<file path="config.mk">
export PLATFORM = sky130hd
export DESIGN_NAME = float_result_stage
export DESIGN_NICKNAME = d
export VERILOG_FILES = /design/src/rtl/float_arith_pkg.sv /design/src/rtl/float_result_stage.sv
export VERILOG_INCLUDE_DIRS = /design/src /design/src/rtl
export SDC_FILE = /design/constraint.sdc
export NUM_CORES = 1
export LEC_CHECK = 0
export BUFFER_PORTS_ARGS = -buffer_cell sky130_fd_sc_hd__buf_2
export CORE_AREA = 3 3 103 105
export CTS_CLUSTER_DIAMETER = 200
export DETAILED_ROUTE_END_ITERATION = 10
export DIE_AREA = 0 0 106 108
export PLACE_DENSITY_LB_ADDON = 0.1
export RECOVER_POWER = 25
export SLEW_MARGIN = 20
export SYNTH_ARGS = -nofsm -noshare
export SYNTH_HDL_FRONTEND = slang
export SYNTH_SLANG_ARGS = --single-unit
</file>
<file path="constraint.sdc">
create_clock -name CLK -period 2.11 [get_ports CLK]
set_input_delay 0.1055 -clock CLK [delete_from_list [all_inputs] [get_ports CLK]]
set_output_delay 0.1055 -clock CLK [all_outputs]
set_load 0.05 [all_outputs]
</file>
<file path="src/rtl/float_arith_cfg.svh">
// Double-precision format limits for the float arithmetic unit, included by RTL and testbench
`ifndef FLOAT_ARITH_CFG_SVH
`define FLOAT_ARITH_CFG_SVH

////////////////////////////////////////////////////////////
// IEEE-754 double layout
////////////////////////////////////////////////////////////

// Operand and result width
`define FLOAT_DATA_SIZE 64

// Exponent field bounds
`define FLOAT_EXP_MSB 62
`define FLOAT_EXP_LSB 52

// START sampled to READY high, in clock cycles
`define FLOAT_LATENCY 4

`endif
</file>
<file path="src/rtl/float_arith_pkg.sv">
// Opcode and FSM state types shared by every block of the float arithmetic unit
package float_arith_pkg;

  ////////////////////////////////////////////////////////////
  // Opcodes
  ////////////////////////////////////////////////////////////

  typedef enum logic [1:0] {
    OP_ADD = 2'd0,
    OP_SUB = 2'd1,
    OP_MUL = 2'd2,
    OP_DIV = 2'd3
  } float_op_t;

  ////////////////////////////////////////////////////////////
  // FSM states
  ////////////////////////////////////////////////////////////

  // Controller inside each arithmetic unit
  typedef enum logic {
    ST_IDLE    = 1'b0,
    ST_COMPUTE = 1'b1
  } unit_state_t;

  // Issue stage, one operation in flight
  typedef enum logic {
    IS_IDLE = 1'b0,
    IS_BUSY = 1'b1
  } issue_state_t;

endpackage

</file>
<file path="src/rtl/float_result_stage.sv">
// Result stage: captures the finishing unit's output and pulses READY for one cycle
`include "float_arith_cfg.svh"

module float_result_stage import float_arith_pkg::*; (
  input  logic                        CLK,
  input  logic                        RST,
  input  logic                        add_done,
  input  logic [`FLOAT_DATA_SIZE-1:0] add_result,
  input  logic                        add_overflow,
  input  logic                        mul_done,
  input  logic [`FLOAT_DATA_SIZE-1:0] mul_result,
  input  logic                        mul_overflow,
  input  logic                        div_done,
  input  logic [`FLOAT_DATA_SIZE-1:0] div_result,
  input  logic                        div_overflow,
  output logic                        ready,
  output logic [`FLOAT_DATA_SIZE-1:0] data_out,
  output logic                        overflow
);

  ////////////////////////////////////////////////////////////
  // Output registers
  ////////////////////////////////////////////////////////////

  always_ff @(posedge CLK or posedge RST) begin
    if (RST) begin
      ready    <= 1'b0;
      data_out <= '0;
      overflow <= 1'b0;
    end else begin
      // One-cycle strobe per finished operation
      ready <= add_done | mul_done | div_done;
      // Select the unit that finished, else hold
      if (add_done) begin
        data_out <= add_result;
        overflow <= add_overflow;
      end else if (mul_done) begin
        data_out <= mul_result;
        overflow <= mul_overflow;
      end else if (div_done) begin
        data_out <= div_result;
        overflow <= div_overflow;
      end
    end
  end

  // Single operation in flight, so units never finish together
  assert property (@(posedge CLK) disable iff (RST)
    $onehot0({add_done, mul_done, div_done}));

endmodule

</file>
==> impl_metrics.tcl <==
set metrics [dict create \
    clkSlewWorstSetupHoldPaths_ns 0.08 \
    cells_along_the_critical_path "clkbuf_1 > buf_4 > and3b_1 > a21oi_1 > o21ai_2" \
    finalHoldViolCount 0 \
    post_drt_wl_per_cell_um 16.7 \
    clock_latency_ns 0.34 \
    firstDrtPassIters 4 \
    cts_root_buffer "clkbuf_8" \
    setup_repair_after_global_routing_missed_its_margin "false" \
    grt_usage 0.213 \
    postCtsHoldBufs 5 \
    power.internal_w 0.00237 \
    crit_path_start_kind "input port" \
    top_cells_by_area_in_the_synthesized_netlist "dfrtp_1 43%, and3b_1 14%, a22oi_2 12%" \
    cp_top_delay_family "buffers and inverters" \
    yosys.cell_types.count 17 \
    grt_util_met1 0.258 \
    core_um2 9730 \
    detailed_place_hpwl_um 9340 \
    die_height_um 108 \
    sequential_share_of_power 0.396 \
    hold_class "input port to flop" \
    drt_iter0_drc 205 \
    ctsHtreeMaxLevel 3 \
    postSynthRegisterBits 66 \
    final_nets 817 \
    hold_path_depth 3 \
    antenna_violating_nets_post_route 0 \
    die_w_um 106 \
    crit_arrival_ns 1.62 \
    synth_top_area_cell "dfrtp_1" \
    r2r_setup_slack_ns 1.31 \
    use_met2 0.363 \
    tritoncts "yes" \
    syn_to_final_growth_pct 41.9 \
    final_common_cell "buf_2" \
    grt.busiest_layer "met2" \
    worstMarginPinSlew_ns 1.16 \
    syn_area_um2 3820 \
    layout.cells.most_common_list "263 x buf_2, 66 x dfrtp_1, 62 x and3b_1, 62 x a21oi_1, 45 x o21ai_1" \
    crit_required_ns 2.33 \
    worst-setup-path-type "input port to flop" \
    power.switching_w 0.00132 \
    timing.final.crit_share 0.665 \
    vias_per_cell 5.14 \
    post_synthesis_sequential_area_ratio 0.433 \
    globalRoute.totalOverflow 0 \
    critical_path_buf_inv_count 2 \
    grt_max_degree 82 \
    worstSetupEndpointType "flop" \
    initial_utilization 0.392 \
    total_i_o_pin_count 266 \
    final_layout_size_suffix_gt1_frac 0.529 \
    grt_pass1_vias 3858 \
    routabilityCongestion 0.806 \
    power_density_nw_per_um2 682 \
    crit_fanout 48 \
    critical-path-max-stage-delay_ns 0.55 \
    ys_warn_count 0 \
    io_buffer_count 265 \
    run_status "completed" \
    floorplan.die_area_um2 11400 \
    setup_viol 0 \
    final_core_utilization 0.557 \
    crit_cells 5 \
    p_comb_frac 0.316 \
    number_of_cells_on_the_worst_reg_to_reg_path 2 \
    post_cts_resized 0 \
    cap_viol_max_count 0 \
    clkSinkCount 66 \
    grt_antenna_before_repair 0 \
    antenna-diode-count 0 \
    p_clk_frac 0.288 \
    rows 36 \
    netSwitchingFraction 0.358 \
    detailroute.via_count 3870 \
    routed_wirelength_um 12500 \
    max-slew-margin-rel 0.224 \
    synth.avg_cell_area_um2 10.3 \
    maximum_root_to_sink_buffer_count 2 \
    worst_ir_drop_vdd_mv 0.395 \
    cts_inserted_buffers 9 \
    first_pass_grt_wire_length_um 19400 \
    timing_max_transition_violations_final 0 \
    synth.net_count 569 \
    grt_use_met3 0.0543 \
    cts_post_setup_buffers_inserted 0 \
    synth_top_area_frac 0.433 \
    totalNegativeSetupSlack_ns 0 \
    leakage_nw 2.78 \
    crit_path_max_delay_cell_type "clkbuf_1" \
    skew_ns 0 \
    netlist_instances 369 \
    remaining_drcs 0 \
    max_freq_ghz 0.713 \
    fin_crit_ns 1.40 \
]
-- flip-flops by register name, summed over array words and instances (netlist names) --
register	count
data_out	64
overflow	1
ready	1
-- cell usage after synthesis, drive strengths merged --
library cell	number
dfrtp	66
clkbuf	13
a22oi	68
and3b	62
o21ai	65
nor2b	1
inv	2
buf	29
nor3	1
a21oi	62
-- final timing paths --
kind,endpoint,from
max,data_out[31]$_DFFE_PP0P_,mul_done
min,data_out[61]$_DFFE_PP0P_,add_result[61]
max reg2reg,data_out[53]$_DFFE_PP0P_,data_out[53]$_DFFE_PP0P_
min reg2reg,overflow$_DFFE_PP0P_,overflow$_DFFE_PP0P_
max in group asynchronous,data_out[54]$_DFFE_PP0P_,RST
min in group asynchronous,data_out[20]$_DFFE_PP0P_,RST
-- metal layers --
layer  up-vias  share of wire
met5         -              0
met3        21          0.082
li1       1903              -
met4         0          0.024
met1      1770           0.39
met2       176           0.50
-- tightest hold or removal path, delay by kind of cell --
| kind | cells | cell delay, ns |
|---|---|---|
| compound gates | 2 | 0.12 |
| buf+inv | 1 | 0.09 |
-- per-stage QoR --
step,hold WS (ns),total power (W),setup slack (ns),area [um2],std cells
after floorplan,0.253,0.00226,0.350,3820,369
after global placement,0.240,0.00265,0.766,5180,734
after detailed placement,0.236,0.00267,0.706,5180,734
after CTS,0.00176,0.00375,0.968,5420,753
after global routing,0.0117,0.00388,0.469,5420,753
final,0.0149,0.00370,0.707,5420,753
-- power by group through the flow --
stage               registers (W)  logic, W  clock network, W
global route              0.00148   0.00125           0.00115
global placement          0.00148   0.00117                 0
finish                    0.00146   0.00117           0.00106
CTS                       0.00146   0.00119           0.00110
floorplan                 0.00191  0.000353                 0
detailed placement        0.00148   0.00118                 0
-- kinds of logic after synthesis --
logic type,synth area share
buf+inv,0.0698
compound gates,0.351
flops,0.433
simple gates,0.147
-- cell type report --
cell class              count  area (um2)
clock buffers              11         151
clock inverters             3        40.0
fillers                   979        4310
inverters                   2        7.51
multi-input cells         259        1910
flip-flops and latches     66        1650
well taps                 133         166
repair buffers            279        1500
No activity file was read; power rests on OpenSTA's default activity.
