**config.mk**
```make
export PLATFORM = sky130hd
export DESIGN_NAME = float_op_issue
export DESIGN_NICKNAME = d
export VERILOG_FILES = /design/src/rtl/float_arith_pkg.sv /design/src/rtl/float_op_issue.sv
export VERILOG_INCLUDE_DIRS = /design/src /design/src/rtl
export SDC_FILE = /design/constraint.sdc
export NUM_CORES = 1
export LEC_CHECK = 0
export ABC_AREA = 1
export BUFFER_PORTS_ARGS = -buffer_cell sky130_fd_sc_hd__buf_2
export CAP_MARGIN = 10
export CORE_AREA = 2 2 102 104
export DETAILED_ROUTE_END_ITERATION = 10
export DIE_AREA = 0 0 104 106
export PLACE_DENSITY = 0.8
export SETUP_SLACK_MARGIN = 0.3
export SKIP_LAST_GASP = 1
export SLEW_MARGIN = 10
export SYNTH_ARGS = -nofsm -noshare
export SYNTH_HDL_FRONTEND = slang
export SYNTH_SLANG_ARGS = --single-unit
```
**constraint.sdc**
```tcl
create_clock -name CLK -period 7.1 [get_ports CLK]
set_input_delay 1.42 -clock CLK [delete_from_list [all_inputs] [get_ports CLK]]
set_output_delay 1.42 -clock CLK [all_outputs]
set_load 0.03 [all_outputs]
```
**src/rtl/float_arith_cfg.svh**
```systemverilog
// Double-precision format limits for the float arithmetic unit, included by RTL and testbench
`ifndef FLOAT_ARITH_CFG_SVH
`define FLOAT_ARITH_CFG_SVH

////////////////////////////////////////////////////////////
// IEEE-754 double layout
////////////////////////////////////////////////////////////

// Operand and result width
`define FLOAT_DATA_SIZE 64

// Exponent field bounds
`define FLOAT_EXP_MSB 62
`define FLOAT_EXP_LSB 52

// START sampled to READY high, in clock cycles
`define FLOAT_LATENCY 4

`endif
```
**src/rtl/float_arith_pkg.sv**
```systemverilog
// Opcode and FSM state types shared by every block of the float arithmetic unit
package float_arith_pkg;

  ////////////////////////////////////////////////////////////
  // Opcodes
  ////////////////////////////////////////////////////////////

  typedef enum logic [1:0] {
    OP_ADD = 2'd0,
    OP_SUB = 2'd1,
    OP_MUL = 2'd2,
    OP_DIV = 2'd3
  } float_op_t;

  ////////////////////////////////////////////////////////////
  // FSM states
  ////////////////////////////////////////////////////////////

  // Controller inside each arithmetic unit
  typedef enum logic {
    ST_IDLE    = 1'b0,
    ST_COMPUTE = 1'b1
  } unit_state_t;

  // Issue stage, one operation in flight
  typedef enum logic {
    IS_IDLE = 1'b0,
    IS_BUSY = 1'b1
  } issue_state_t;

endpackage

```
**src/rtl/float_op_issue.sv**
```systemverilog
// Issue stage that latches operands on START, holds BUSY and fires one unit start pulse
`include "float_arith_cfg.svh"

module float_op_issue import float_arith_pkg::*; (
  input  logic                        CLK,
  input  logic                        RST,
  input  logic                        start,
  input  float_op_t                   opcode,
  input  logic [`FLOAT_DATA_SIZE-1:0] data_a,
  input  logic [`FLOAT_DATA_SIZE-1:0] data_b,
  input  logic                        ready,
  output logic                        busy,
  output logic [`FLOAT_DATA_SIZE-1:0] operand_a,
  output logic [`FLOAT_DATA_SIZE-1:0] operand_b,
  output logic                        add_start,
  output logic                        subtract,
  output logic                        mul_start,
  output logic                        div_start
);

  issue_state_t state;
  logic         accept;

  // New request only taken when idle
  assign accept = start && (state == IS_IDLE);
  assign busy   = (state == IS_BUSY);

  ////////////////////////////////////////////////////////////
  // Control FSM and start pulses
  ////////////////////////////////////////////////////////////

  always_ff @(posedge CLK or posedge RST) begin
    if (RST) begin
      state     <= IS_IDLE;
      add_start <= 1'b0;
      mul_start <= 1'b0;
      div_start <= 1'b0;
    end else begin
      // Pulses last a single cycle
      add_start <= accept && ((opcode == OP_ADD) || (opcode == OP_SUB));
      mul_start <= accept && (opcode == OP_MUL);
      div_start <= accept && (opcode == OP_DIV);
      case (state)
        IS_IDLE: if (accept) state <= IS_BUSY;
        // Result stage closes the operation
        IS_BUSY: if (ready) state <= IS_IDLE;
        default: state <= IS_IDLE;
      endcase
    end
  end

  // Operand capture shared by all units
  always_ff @(posedge CLK) begin
    if (accept) begin
      operand_a <= data_a;
      operand_b <= data_b;
      subtract  <= (opcode == OP_SUB);
    end
  end

  // Result stage answers only an operation in flight
  assert property (@(posedge CLK) disable iff (RST) ready |-> busy);

endmodule

```
==> reports/metrics.csv <==
stage,metric,value,unit
synthesis,syn_inst,147,
sta,layout_min_cycle_time,2893,ps
synthesis,ys_top_cells_by_area,"edfxtp_1 (96%), dfrtp_1 (2.5%), inv_1 (0.47%)",
floorplanning,die_y,106,um
clocking,hold_buffers,0,
worst_setup_path,cp_cell_sequence,buf_2 > nand2_2 > inv_4 > buf_4,
worst_setup_path,cp-start-kind,input pin,
job,maxCapViolations,0,
routing,first_iter_violations,81,
sta,setup_tns,0,ps
routing,firstDrtPassIters,4,
worst_setup_path,cp_slowest_cell,buf_4,
floorplanning,die_area,11020,um2
synthesis,syn-num-nets,281,
worst_setup_path,cp_top_family,buffers and inverters,
clocking,root_buffer,clkbuf_8,
sta,hold-worst-slack,521.0,ps
routing,ant_nets,0,
power,sw_frac_of_total,24.22,%
synthesis,synth_cell_types,7,
synthesis,ys_seq_elements,133,
synthesis,mappedNetlistArea,4031,um2
sta,rsz0062_at_grt,false,
sta,fin_skew,4.562,ps
layout,antenna_cells,0,
clocking,clockBufferDepth,2,
placed_design,port_buffers,266,
clocking,htreeDepth,4,
worst_setup_path,critPathMaxFanout,71,
routing,routed.top_layer,met5,
floorplanning,initial_core_util,40.32,%
power,cellLeakagePower,0.002643,uW
clocking,cts_resized,0,
global_route,grt_max_degree,72,
routing,vias,2506,
sta,setup_viol,0,
worst_setup_path,slowest_delay,800,ps
routing,wl_met3,1.002,mm
global_route,grt_pass1_vias,2608,
routing,wirelength_met1,3.400,mm
layout,drive_gt1_share,66.82,%
sta,slew-limit-headroom,41.49,%
worst_hold_path,holdCritPathClass,reg -> reg,
status,run_status,"complete, no violations",
synthesis,yosysWarnings,0,
floorplanning,die_x,104,um
placed_design,place.gp.congestion,0.7314,
worst_setup_path,crit_required,7230,ps
power,combPwrFrac,11.3,%
floorplanning,io_pins,267,
clocking,cts.sinks,133,
layout,syn2layout_area_growth,51.80,%
routing,vias_per_cell,4.306,
placed_design,post-dp-hpwl,6.868,mm
routing,drc_errors,0,
synthesis,yosys.area.top_type_share,96.09,%
clocking,cts_tree,built,
floorplanning,coreArea,10000,um2
routing,wire_per_inst,15.96,um
sta,max_freq,345.7,MHz
worst_setup_path,endpoint_kind,flip-flop,
power,power_frac_clock,41.6,%
global_route,track_usage,17.04,%
power,switchingPower,486.5,uW
clocking,clock_latency,500,ps
worst_setup_path,critPathBufInv,3,
layout,fill_cells,780,
worst_setup_path,crit_type,in -> reg,
global_route,grt_pass1_wl,13.66,mm
worst_setup_path,critPathArrivalTime,3020,ps
layout,nets,567,
sta,fin_crit_sh,40.74,%
sta,worstMarginPinSlew,877.7,ps
routing,wl_met2,4.707,mm
sta,finalHoldViolations,0,
global_route,grt.overflow.total,0,
power,power_frac_seq,47.1,%
power,powerDensity,328.2,nW/um2
clocking,cts-buffers-inserted,17,
routing,wl,9.290,mm
floorplanning,rows,37,
synthesis,synth.yosys.seq_area_share,98.57,%
sta,drv_slew,0,
clocking,cts.clk_slew.worst_paths,60,ps
power,p_int,1522,uW
synthesis,syn_area_per_cell,27.42,um2
power,ir_drop,0.0002093,V
synthesis,synth.largest_area_cell,edfxtp_1,
clocking,cts_setup_buffers,0,
global_route,antenna_found_initial,1,
[final cells by class]
class / count / area, um2 / share of cell area (%)
Tap cell: 136 / 170.2 / 2.781
Sequential cell: 133 / 3974 / 64.94
Clock buffer: 17 / 414.1 / 6.768
Multi-Input combinational cell: 9 / 38.79 / 0.6338
Inverter: 5 / 21.27 / 0.3476
Timing Repair Buffer: 267 / 1339 / 21.88
Clock inverter: 15 / 162.7 / 2.658
[stage by stage]
step	worst slack, ps	std cells	instance area, um2	util (%)	power (uW)
floorplan	2613	147	4031	-	1101
global placement	3779	550	5543	55.43	1184
detailed placement	3679	550	5543	55.43	1191
CTS	4226	582	6120	61.20	2033
global route	4072	582	6120	61.20	2083
finish	4207	582	6120	61.20	2009
[layer usage]
layer	GRT usage, %	vias up
met4	7.915	2
met1	19.34	1168
met2	27.35	164
li1	-	1154
met3	8.216	18
met5	0	-
[worst paths after layout]
path | start | to | slack (ps) | depth (start not counted)
worst max-delay path | start | operand_a[14]$_DFFE_PP_ | 4210 | 4
max in group asynchronous | RST | mul_start$_DFF_PP0_ | 6150 | 2
worst max register to register | busy$_DFF_PP0_ | operand_a[14]$_DFFE_PP_ | 4750 | 4
worst min-delay path | busy$_DFF_PP0_ | busy$_DFF_PP0_ | 520 | 2
worst min register to register | busy$_DFF_PP0_ | busy$_DFF_PP0_ | 520 | 2
min in group asynchronous | RST | busy$_DFF_PP0_ | 800 | 2
[sequential cells by signal, summed over array words and instances (netlist names)]
| register | cells |
|---|---|
| subtract | 1 |
| operand_a | 64 |
| add_start | 1 |
| mul_start | 1 |
| div_start | 1 |
| busy | 1 |
| operand_b | 64 |
[synthesized netlist by cell type, drive strengths merged]
master	instances
dfrtp	4
edfxtp	129
inv	5
nand2	5
nor2	4
[cell families (layout without fill, tap and decap cells)]
family	count (synthesis)	in the layout	share of synthesized area (%)
AND/OR/NAND/NOR	9	9	0.9622
flip-flops	133	133	98.57
buffers and inverters	5	304	0.4656
[power groups by stage]
stage               clock network [uW]  logic [uW]  registers (uW)
CTS                                857         229             946
finish                             836         227             945
floorplan                            0        23.2            1080
global placement                     0         224             960
detailed placement                   0         229             962
global route                       893         239             951
[worst min-delay path, delay by kind of cell, from the launching register on]
family | cells | cell delay [ps]
and+or+nand+nor | 2 | 130
DFF | 1 | 370
[cells in the final DEF (no fill, tap or decap)]
| cell type | count |
|---|---|
| bufinv_16 | 3 |
| clkinv_1 | 4 |
| clkbuf_8 | 1 |
| nor2_1 | 3 |
| clkbuf_16 | 16 |
| nand2_1 | 4 |
| buf_4 | 1 |
| dfrtp_1 | 4 |
| clkinvlp_4 | 4 |
| nor2_2 | 1 |
| clkinv_2 | 2 |
| edfxtp_1 | 129 |
| inv_6 | 1 |
| nand2_2 | 1 |
| clkinv_4 | 1 |
| buf_2 | 266 |
| inv_1 | 4 |
| inv_4 | 1 |
Power figures use the tool's default switching activity.
